===== src/hw/io_pkg.sv =====
// ====================
// io_pkg
// address map, sizes and shared structs of the I/O subsystem
// ====================

package io_pkg;

    localparam int NUM_CH           = 4;      // command channels
    localparam int CH_DEPTH         = 8;      // words per channel queue
    localparam int CH_CNT_W         = 4;      // fill count, holds 0..CH_DEPTH
    localparam int ADDR_W           = 4;      // word address
    localparam int DATA_W           = 32;
    localparam int TICKS_PER_MS_DEF = 25000;  // 25 MHz clk_cpu

    // word address map
    localparam logic [ADDR_W-1:0] ADR_MS      = 4'd0;
    localparam logic [ADDR_W-1:0] ADR_LED     = 4'd1;
    localparam logic [ADDR_W-1:0] ADR_STATUS  = 4'd2;
    localparam logic [ADDR_W-1:0] ADR_CH_BASE = 4'd8;  // channel k at 8+k

    // one request on the CPU register bus
    typedef struct packed {
        logic              sel;
        logic              we;
        logic [ADDR_W-1:0] addr;
        logic [DATA_W-1:0] wdata;
    } io_req_t;

    typedef logic [DATA_W-1:0] cmd_word_t;

    // channel state for read-back
    typedef struct packed {
        logic                full;
        logic                nonempty;
        logic [CH_CNT_W-1:0] count;
    } ch_stat_t;

endpackage

===== src/hw/io_subsys_top.sv =====
// ====================
// io_subsys_top
// memory-mapped I/O block with timer, LEDs and command channels
// ====================

`timescale 1ns/1ps

module io_subsys_top #(
    parameter int TICKS_PER_MS = io_pkg::TICKS_PER_MS_DEF
) (
    input  logic                                   clk_cpu,
    input  logic                                   rst_n,
    input  io_pkg::io_req_t                        req_i,
    output logic                                   bus_ready_o,
    output logic [io_pkg::DATA_W-1:0]              rdata_o,
    output logic                                   rvalid_o,
    output logic [7:0]                             led_o,
    output logic [io_pkg::NUM_CH-1:0]              cmd_valid_o,
    output io_pkg::cmd_word_t [io_pkg::NUM_CH-1:0] cmd_data_o,
    input  logic [io_pkg::NUM_CH-1:0]              cmd_ready_i
);

    logic [io_pkg::NUM_CH-1:0]            ch_full;
    logic [io_pkg::NUM_CH-1:0]            push;
    io_pkg::cmd_word_t                    push_data;
    logic                                 rd_en;
    logic [io_pkg::ADDR_W-1:0]            rd_addr;
    logic [io_pkg::DATA_W-1:0]            ms_count;
    io_pkg::ch_stat_t [io_pkg::NUM_CH-1:0] ch_stat;

    io_bus_decode i_decode (
        .clk_cpu     (clk_cpu),
        .rst_n       (rst_n),
        .req_i       (req_i),
        .ch_full_i   (ch_full),
        .bus_ready_o (bus_ready_o),
        .push_o      (push),
        .push_data_o (push_data),
        .rd_en_o     (rd_en),
        .rd_addr_o   (rd_addr),
        .led_o       (led_o)
    );

    ms_timer #(
        .TICKS_PER_MS (TICKS_PER_MS)
    ) i_timer (
        .clk_cpu (clk_cpu),
        .rst_n   (rst_n),
        .ms_o    (ms_count)
    );

    for (genvar k = 0; k < io_pkg::NUM_CH; k++) begin : g_ch
        cmd_channel i_ch (
            .clk_cpu     (clk_cpu),
            .rst_n       (rst_n),
            .push_i      (push[k]),
            .push_data_i (push_data),
            .stat_o      (ch_stat[k]),
            .cmd_valid_o (cmd_valid_o[k]),
            .cmd_data_o  (cmd_data_o[k]),
            .cmd_ready_i (cmd_ready_i[k])
        );

        assign ch_full[k] = ch_stat[k].full;  // back-pressure source
    end

    io_status_mux i_rd_mux (
        .clk_cpu   (clk_cpu),
        .rst_n     (rst_n),
        .rd_en_i   (rd_en),
        .rd_addr_i (rd_addr),
        .ms_i      (ms_count),
        .led_i     (led_o),
        .ch_stat_i (ch_stat),
        .rdata_o   (rdata_o),
        .rvalid_o  (rvalid_o)
    );

endmodule


===== src/hw/io_status_mux.sv =====
// ====================
// io_status_mux
// registered read-back of counter, LED, status and channel counts
// ====================

`timescale 1ns/1ps

module io_status_mux (
    input  logic                                     clk_cpu,
    input  logic                                     rst_n,
    input  logic                                     rd_en_i,
    input  logic [io_pkg::ADDR_W-1:0]                rd_addr_i,
    input  logic [io_pkg::DATA_W-1:0]                ms_i,
    input  logic [7:0]                               led_i,
    input  io_pkg::ch_stat_t [io_pkg::NUM_CH-1:0]    ch_stat_i,
    output logic [io_pkg::DATA_W-1:0]                rdata_o,
    output logic                                     rvalid_o
);

    logic [io_pkg::DATA_W-1:0] status_word;
    logic [io_pkg::DATA_W-1:0] ch_word;
    logic [io_pkg::DATA_W-1:0] rd_value;
    logic [io_pkg::ADDR_W-1:0] ch_off;

    assign ch_off = rd_addr_i - io_pkg::ADR_CH_BASE;

    always_comb begin
        status_word = '0;
        ch_word     = '0;
        for (int k = 0; k < io_pkg::NUM_CH; k++) begin
            status_word[k]     = ch_stat_i[k].nonempty;
            status_word[8 + k] = ch_stat_i[k].full;  // full flags from bit 8
            if ((rd_addr_i >= io_pkg::ADR_CH_BASE) && (ch_off == k)) begin
                ch_word = io_pkg::DATA_W'(ch_stat_i[k].count);  // zero-extended
            end
        end
    end

    // channel word is already zero outside the channel range
    always_comb begin
        case (rd_addr_i)
            io_pkg::ADR_MS:     rd_value = ms_i;
            io_pkg::ADR_LED:    rd_value = {24'd0, led_i};
            io_pkg::ADR_STATUS: rd_value = status_word;
            default:            rd_value = ch_word;
        endcase
    end

    always_ff @(posedge clk_cpu) begin
        if (rd_en_i) begin
            rdata_o <= rd_value;
        end
    end

    always_ff @(posedge clk_cpu) begin
        if (!rst_n) begin
            rvalid_o <= 1'b0;
        end else begin
            rvalid_o <= rd_en_i;  // one cycle after acceptance
        end
    end

endmodule


===== src/hw/cmd_channel.sv =====
// ====================
// cmd_channel
// command word queue with a valid/ready output stream
// ====================

`timescale 1ns/1ps

module cmd_channel (
    input  logic              clk_cpu,
    input  logic              rst_n,
    input  logic              push_i,
    input  io_pkg::cmd_word_t push_data_i,
    output io_pkg::ch_stat_t  stat_o,
    output logic              cmd_valid_o,
    output io_pkg::cmd_word_t cmd_data_o,
    input  logic              cmd_ready_i
);

    io_pkg::cmd_word_t                 mem [io_pkg::CH_DEPTH];
    logic [$clog2(io_pkg::CH_DEPTH)-1:0] wr_ptr;
    logic [$clog2(io_pkg::CH_DEPTH)-1:0] rd_ptr;
    logic [io_pkg::CH_CNT_W-1:0]       count;
    logic                              full;
    logic                              do_push;
    logic                              do_pop;

    assign full    = (count == io_pkg::CH_DEPTH);
    assign do_push = push_i && !full;
    assign do_pop  = cmd_valid_o && cmd_ready_i;

    // head of queue drives the stream directly
    assign cmd_valid_o = (count != '0);
    assign cmd_data_o  = mem[rd_ptr];

    always_ff @(posedge clk_cpu) begin
        if (do_push) begin
            mem[wr_ptr] <= push_data_i;
        end
    end

    always_ff @(posedge clk_cpu) begin
        if (!rst_n) begin
            wr_ptr <= '0;
            rd_ptr <= '0;
            count  <= '0;
        end else begin
            if (do_push) begin
                wr_ptr <= wr_ptr + 1'b1;  // wraps at depth
            end
            if (do_pop) begin
                rd_ptr <= rd_ptr + 1'b1;
            end
            case ({do_push, do_pop})
                2'b10:   count <= count + 1'b1;
                2'b01:   count <= count - 1'b1;
                default: count <= count;  // both or neither
            endcase
        end
    end

    assign stat_o.full     = full;
    assign stat_o.nonempty = cmd_valid_o;
    assign stat_o.count    = count;

    a_count_max: assert property (
        @(posedge clk_cpu) disable iff (!rst_n)
        count <= io_pkg::CH_DEPTH
    ) else $error("channel count %h over depth", count);

    // stalled word must hold until the sink takes it
    a_stall_stable: assert property (
        @(posedge clk_cpu) disable iff (!rst_n)
        (cmd_valid_o && !cmd_ready_i) |=> (cmd_valid_o && $stable(cmd_data_o))
    ) else $error("cmd_data_o changed while stalled, now %h", cmd_data_o);

endmodule


===== src/hw/ms_timer.sv =====
// ====================
// ms_timer
// clk_cpu prescaler driving a free-running millisecond count
// ====================

`timescale 1ns/1ps

module ms_timer #(
    parameter int TICKS_PER_MS = io_pkg::TICKS_PER_MS_DEF
) (
    input  logic                      clk_cpu,
    input  logic                      rst_n,
    output logic [io_pkg::DATA_W-1:0] ms_o
);

    logic [$clog2(TICKS_PER_MS+1)-1:0] presc;
    logic                              wrap;

    assign wrap = (presc == TICKS_PER_MS - 1);

    always_ff @(posedge clk_cpu) begin
        if (!rst_n) begin
            presc <= '0;
            ms_o  <= '0;
        end else begin
            presc <= wrap ? '0 : presc + 1'b1;
            ms_o  <= ms_o + wrap;  // one step per wrap
        end
    end

    a_presc_limit: assert property (
        @(posedge clk_cpu) disable iff (!rst_n)
        presc <= TICKS_PER_MS - 1
    ) else $error("prescaler %h past limit", presc);

endmodule


===== src/hw/io_bus_decode.sv =====
// ====================
// io_bus_decode
// bus address decode, LED register and channel back-pressure
// ====================

`timescale 1ns/1ps

module io_bus_decode (
    input  logic                          clk_cpu,
    input  logic                          rst_n,
    input  io_pkg::io_req_t               req_i,
    input  logic [io_pkg::NUM_CH-1:0]     ch_full_i,
    output logic                          bus_ready_o,
    output logic [io_pkg::NUM_CH-1:0]     push_o,
    output io_pkg::cmd_word_t             push_data_o,
    output logic                          rd_en_o,
    output logic [io_pkg::ADDR_W-1:0]     rd_addr_o,
    output logic [7:0]                    led_o
);

    logic [io_pkg::ADDR_W-1:0] ch_off;
    logic                      in_ch_range;
    logic [io_pkg::NUM_CH-1:0] ch_hit;     // one-hot target channel
    logic                      hit_full;
    logic                      accept;
    logic                      acc_wr;

    assign ch_off      = req_i.addr - io_pkg::ADR_CH_BASE;
    assign in_ch_range = (req_i.addr >= io_pkg::ADR_CH_BASE);

    always_comb begin
        for (int k = 0; k < io_pkg::NUM_CH; k++) begin
            ch_hit[k] = in_ch_range && (ch_off == k);
        end
    end

    assign hit_full = |(ch_hit & ch_full_i);

    // stall only a write that targets a full channel
    assign bus_ready_o = !(req_i.sel && req_i.we && hit_full);

    assign accept = req_i.sel && bus_ready_o;
    assign acc_wr = accept && req_i.we;

    assign push_o      = ch_hit & {io_pkg::NUM_CH{acc_wr}};
    assign push_data_o = req_i.wdata;

    assign rd_en_o   = accept && !req_i.we;  // registered in the read mux
    assign rd_addr_o = req_i.addr;

    always_ff @(posedge clk_cpu) begin
        if (!rst_n) begin
            led_o <= 8'd0;
        end else if (acc_wr && (req_i.addr == io_pkg::ADR_LED)) begin
            led_o <= req_i.wdata[7:0];  // low byte only
        end
    end

    // a push must never land in a channel that reports full
    a_no_push_full: assert property (
        @(posedge clk_cpu) disable iff (!rst_n)
        (push_o & ch_full_i) == '0
    ) else $error("push_o=%h into full channel, ch_full_i=%h", push_o, ch_full_i);

endmodule


===== config.mk =====
export PLATFORM = sky130hd
export DESIGN_NAME = io_subsys_top
export DESIGN_NICKNAME = d
export VERILOG_FILES = /design/src/hw/io_pkg.sv /design/src/hw/io_subsys_top.sv /design/src/hw/io_status_mux.sv /design/src/hw/cmd_channel.sv /design/src/hw/ms_timer.sv /design/src/hw/io_bus_decode.sv
export SDC_FILE = /design/constraint.sdc
export NUM_CORES = 1
export LEC_CHECK = 0
export BUFFER_PORTS_ARGS = -buffer_cell sky130_fd_sc_hd__buf_4
export CORE_ASPECT_RATIO = 2
export CORE_UTILIZATION = 30
export CTS_CLUSTER_DIAMETER = 200
export DETAILED_ROUTE_END_ITERATION = 16
export PLACE_DENSITY = 0.51
export SETUP_SLACK_MARGIN = 0.15
export SLEW_MARGIN = 15
export SYNTH_ARGS = -nofsm -noshare
export SYNTH_HDL_FRONTEND = slang
export SYNTH_SLANG_ARGS = --single-unit
export TNS_END_PERCENT = 1

===== constraint.sdc =====
create_clock -name clk_cpu -period 11.4 [get_ports clk_cpu]
set_clock_uncertainty 0.2 [all_clocks]
set_input_delay 2.28 -clock clk_cpu [delete_from_list [all_inputs] [get_ports clk_cpu]]
set_output_delay 2.28 -clock clk_cpu [all_outputs]
set_load 0.05 [all_outputs]

==> impl_metrics.json, run 1 <==
{
  "num_vias": 21557,
  "critPathLaunch": "req_i[33]",
  "yosysUniqueCellTypes": 55,
  "seq_area_frac_synth_pct": 75.25,
  "clock-root-buffer": "clkbuf_16",
  "drtAntennaViolNets": 0,
  "wl_um": 109800,
  "dp.cells": 4248,
  "dpl.hpwl_um": 64460,
  "setup_viol": 0,
  "grt_max_degree": 82,
  "place_ws_ps": 5485,
  "clock_sinks": 1164,
  "grt-ovfl-total": 0,
  "drtIter0Drc": 1412,
  "r2r-start": "i_timer.presc[11]",
  "irDropWorstVdd_mv": 0.1199,
  "final_hold_viol_count": 0,
  "nets": 2499,
  "status": "finished clean",
  "setup_slack_ps": 5466,
  "io_pins": 218,
  "synthTopCellsByCount": "1056 x edfxtp_1, 261 x mux4_2, 129 x mux2_2, 108 x dfxtp_1, 89 x nor2_1",
  "fin_crit_sh_pct": 52.05,
  "worstSetupEndpointType": "primary output",
  "rows": 200,
  "synth_fp_nets": 2246,
  "drt-wirelength-per-cell_um": 24.73,
  "ff2ff_path_depth": 9,
  "first_global_vias": 23537,
  "cts_made_buffers": 100,
  "arrival_ps": 3450,
  "grt_usage_pct": 14.64,
  "grt_antenna_before_repair": 4,
  "crit_path_end": "bus_ready_o",
  "clk_pin_slew_worst_paths_ps": 60,
  "die-area_sq_um": 151700,
  "port_buffers": 217,
  "rrSetupSlack_ps": 8030,
  "place_congestion": 0.7504,
  "rsz0062_at_grt": "no",
  "synth-warning-count": 0,
  "core_sq_um": 148600,
  "p_per_area_nw_per_um2": 160.3,
  "dieWidth_um": 275.9,
  "grt_first_pass_wirelength_um": 160200,
  "p_leak_nw": 16.29,
  "worst_ep_required_time_ps": 8920,
  "crit_type": "in2out",
  "clock_latency_ps": 710,
  "worstHoldStart": "i_timer.presc[0]",
  "setup_tns_ps": 0,
  "final_cells": 4439,
  "ctsResizeCount": 0,
  "initial_core_util_pct": 30.28,
  "netlist_area_sq_um": 45010,
  "vias_per_cell": 4.856,
  "worstHoldPathType": "reg2reg",
  "period_needed_ps": 5934,
  "syn_inst": 2179,
  "ys_ff_latch": 1164,
  "drive_gt1_share_pct": 34.09,
  "yosys.area.top_type": "edfxtp_1",
  "die_y_um": 549.8,
  "drc": 0,
  "area_growth_pct": 16.59,
  "crit_path_start_kind": "input port",
  "synthArstFlopShare_pct": 0,
  "slew_headroom_pct": 26.51,
  "cts_setup_buffers": 0,
  "holdBufCountCts": 0,
  "tightest_slew_ps": 1102,
  "synth_top_area_share_pct": 70.45,
  "tritoncts": "yes",
  "synth.most_common_cell": "edfxtp_1",
  "drv_cap": 0,
  "synth-edff-count": 1056,
  "regToRegEndpoint": "i_timer.ms_o[28]",
  "ys.flop_type": "edfxtp_1",
  "synthTopCellsByArea": "edfxtp_1 70%, mux4_2 13%, dfxtp_1 4.8%",
  "cts_max_level": 3,
  "first_pass_iters": 6,
  "cp_max_fo": 23,
  "fmax_ghz": 0.1685,
  "cts_buffer_depth": 3,
  "syn_avg_cell_area_sq_um": 20.66,
  "drv_slew": 0
}
==> worst min path at each step <==
stage / end / depth (start not counted)
floorplan: i_timer.presc[0] / 1
detailed placement: i_timer.presc[0] / 1
CTS: i_timer.presc[0] / 1
global route: i_timer.presc[0] / 1
finish: i_timer.presc[0] / 1
global placement: i_timer.presc[0] / 1
==> metal layers <==
layer  share of wire (%)  GRT usage [%]  wire length (um)
met1                  40          17.48             43440
met2                  53          26.50             58670
met3                 4.7          2.645              5142
met4                 2.3          4.184              2479
met5               0.042              0                46
==> flip-flops by register name, summed over array words and instances (netlist names), named ones only <==
signal and count:
i_rd_mux.rdata_o 32, i_timer.ms_o 32, g_ch.i_ch.rd_ptr 12, g_ch.i_ch.wr_ptr 12, i_decode.led_o 8, i_timer.presc 15, i_rd_mux.rvalid_o 1, g_ch.i_ch.count 16
g_ch.i_ch.mem 1024
==> cell type report <==
| type | instances | area, sq um |
|---|---|---|
| inverters | 17 | 63.81 |
| clock inverters | 63 | 729.5 |
| repair buffers | 260 | 1972 |
| flip-flops and latches | 1164 | 33900 |
| clock buffers | 124 | 2613 |
| diodes | 3 | 7.507 |
| multi-input cells | 889 | 10800 |
| well taps | 1919 | 2401 |
| fillers | 13858 | 96160 |
==> critical path, cell delays in order <==
cell and delay, ps:
buf_4 280, mux4_2 550, nand2b_1 120, buf_4 210
==> per-stage QoR <==
step                      total power [mW]  instance area [sq um]  utilization (%)  hold WS (ps)
after floorplan                      4.893                  45010                -         213.2
after global placement               5.019                  49100            33.04         225.1
after detailed placement             5.029                  49100            33.04         237.2
after CTS                            8.528                  52450            35.28         252.2
after global routing                 8.683                  52480            35.30         288.7
final                                8.413                  52480            35.31         248.4
==> logic make-up after synthesis <==
logic type / Yosys count / share of synthesized area, %
DFF: 1164 / 75.25
muxes: 419 / 16.93
and+or+nand+nor: 310 / 3.933
buffers and inverters: 126 / 1.243
AOI/OAI and AO/OA: 93 / 1.145
xor gates and xnor gates: 44 / 0.8562
adders and majority gates: 23 / 0.6393
==> where the power goes <==
group / switching [mW] / internal (mW)
sequential: 0.00983 / 4.66
combinational: 0.185 / 0.0765
clock: 1.57 / 1.92
==> cells in the final DEF (no fill, tap or decap), types with 7 or more instances in the layout <==
cell	Yosys	final
a21oi_1	47	47
and2_1	24	24
and4_1	7	7
buf_4	7	259
bufinv_16	0	12
clkbuf_1	60	22
clkbuf_16	0	100
clkinv_1	0	21
clkinv_2	0	18
dfxtp_1	108	96
dfxtp_2	0	8
edfxtp_1	1056	1056
ha_1	23	23
inv_1	16	16
mux2_2	129	129
mux2i_1	29	29
mux4_2	261	261
nand2_1	40	40
nand2b_1	19	19
nand3_1	29	29
nand4_1	13	13
nor2_1	89	67
nor2_4	1	23
nor3_2	2	10
o21ai_0	26	26
o31ai_1	11	11
or3_1	16	16
or4_1	12	12
xnor2_1	7	7
xor2_1	37	37
(Power assumes the default switching activity.)
==> run 2: changes to the inputs <==
- PLACE_DENSITY: 0.51 -> 0.52
- clock period: 11.4 -> 4.9 ns (I/O delays scaled with it)
==> impl_metrics.json, run 2 (same netlist as run 1, synthesis figures left out) <==
{
  "crit_type": "reg2out",
  "drv_slew": 0,
  "ff2ff_path_depth": 9,
  "io_pins": 218,
  "cts_made_buffers": 99,
  "rrSetupSlack_ps": 1500,
  "dieWidth_um": 275.9,
  "fmax_ghz": 0.2408,
  "final_common_cell": "edfxtp_1",
  "drt-wirelength-per-cell_um": 24.84,
  "layout_common_cells": "1056 x edfxtp_1, 262 x buf_4, 261 x mux4_2, 129 x mux2_2, 101 x clkbuf_16",
  "first_pass_iters": 5,
  "drv_cap": 0,
  "port_buffers": 217,
  "clock_sinks": 1164,
  "top_regs": "g_ch.i_ch.mem (1024), i_rd_mux.rdata_o (32), i_timer.ms_o (32)",
  "grt_first_pass_wirelength_um": 160100,
  "nets": 2504,
  "crit_path_start_kind": "flop",
  "worst_ep_required_time_ps": 3720,
  "p_per_area_nw_per_um2": 368.7,
  "stdcell_area_sq_um": 52400,
  "grt_usage_pct": 14.61,
  "num_vias": 21579,
  "rsz0062_at_grt": "no",
  "ctsResizeCount": 0,
  "initial_core_util_pct": 30.28,
  "core_sq_um": 148600,
  "drtIter0Drc": 1345,
  "arrival_ps": 2970,
  "final_hold_viol_count": 0,
  "p_leak_nw": 16.28,
  "holdBufCountCts": 0,
  "irDropWorstVdd_mv": 0.2525,
  "cts_setup_buffers": 0,
  "p_seq_share_pct": 56.2,
  "drtAntennaViolNets": 0,
  "fin_crit_sh_pct": 84.74,
  "slew_headroom_pct": 29.08,
  "rows": 200,
  "regToRegEndpoint": "i_timer.ms_o[22]",
  "r2r-start": "i_timer.presc[11]",
  "final_cells": 4442,
  "drc": 0,
  "tritoncts": "yes",
  "place_ws_ps": 1002,
  "cts_max_level": 3,
  "clock-root-buffer": "clkbuf_16",
  "dpl.hpwl_um": 67150,
  "die-area_sq_um": 151700,
  "drive_gt1_share_pct": 34.31,
  "p_int_mw": 15.27,
  "cp_max_fo": 31,
  "tightest_slew_ps": 1064,
  "area_growth_pct": 16.42,
  "grt_max_degree": 65,
  "grt-ovfl-total": 0,
  "dp.cells": 4255,
  "setup_viol": 0,
  "worstHoldPathType": "reg2reg",
  "crit_path_end": "cmd_data_o[79]",
  "largest_reg_flops": 1024,
  "placed_cell_area_sq_um": 49220,
  "cts_buffer_depth": 3,
  "swShare_pct": 20.98,
  "grt_antenna_before_repair": 5,
  "setup_slack_ps": 747.8,
  "power_switching_mw": 4.053,
  "status": "finished clean",
  "wl_um": 110400,
  "clock_power_share_pct": 40.6,
  "clock_latency_ps": 690,
  "top_register": "g_ch.i_ch.mem",
  "period_needed_ps": 4152,
  "final_util_pct": 35.25,
  "clk_pin_slew_worst_paths_ps": 80,
  "first_global_vias": 23455,
  "hold_path_depth": 1,
  "power_frac_comb_pct": 3.2,
  "vias_per_cell": 4.858,
  "worstSetupEndpointType": "primary output",
  "die_y_um": 549.8,
  "place_congestion": 0.7635
}
run 2: changes by cell type in the layout (fill, tap and decap cells not counted), moves of 2 or more:
cell        previous run  this run
clkinv_2              18        21
clkinv_4               0         3
buf_12                 0         4
clkinv_16              3         1
clkinvlp_4             2         0
clkinv_8               2         0
clkbuf_1              22        19
inv_16                 2         0
buf_4                259       262
bufinv_16             12         7
inv_6                  2         5
clkbuf_8               2         6
run 2: power groups by stage:
| stage | registers [mW] | clock network, mW | logic [mW] |
|---|---|---|---|
| floorplan | 11.1 | 0 | 0.288 |
| global placement | 11.1 | 0 | 0.622 |
| detailed placement | 11.1 | 0 | 0.640 |
| CTS | 10.9 | 8.09 | 0.641 |
| global route | 10.9 | 8.41 | 0.661 |
| finish | 10.9 | 7.84 | 0.618 |
run 2: worst min path at each step:
| stage | start | to | slack [ps] |
|---|---|---|---|
| 2_1_floorplan | i_timer.presc[0] | i_timer.presc[0] | 210 |
| 3_3_place_gp | i_timer.presc[0] | i_timer.presc[0] | 220 |
| 3_5_place_dp | i_timer.presc[0] | i_timer.presc[0] | 250 |
| 4_1_cts | i_timer.presc[0] | i_timer.presc[0] | 270 |
| 5_1_grt | i_timer.presc[0] | i_timer.presc[0] | 290 |
| 6_report | i_timer.presc[0] | i_timer.presc[0] | 270 |
run 2: layout make-up:
| cell class | count | area (sq um) |
|---|---|---|
| fill | 13866 | 96240 |
| sequential | 1164 | 33900 |
| multi-input combinational | 889 | 10800 |
| clock buffer | 126 | 2681 |
| tap | 1919 | 2401 |
| timing repair buffer | 266 | 2047 |
| clock inverter | 59 | 500.5 |
| inverter | 17 | 63.81 |
| antenna | 2 | 5.005 |
run 2: worst max-delay path, cell delays in order (launching register included):
cell	delay, ps
dfxtp_2	900
buf_4	450
mux4_2	400
mux2_2	300
buf_4	190
run 2: routing by layer:
layer  up-vias  track usage [%]  wire length (um)
met5         -                0                31
met4         4            4.487              2798
met3       148            2.418              4664
met2       483            26.77             59700
met1     11541            17.18             43170
li1       9403                -                 -
run 2: metrics by stage:
stage	power (mW)	hold slack, ps	setup TNS [ps]
floorplan	11.38	213.2	-2493
global placement	11.70	222.6	0
detailed placement	11.72	249.0	0
CTS	19.59	267.2	0
global route	19.92	289.0	0
finish	19.32	268.7	0
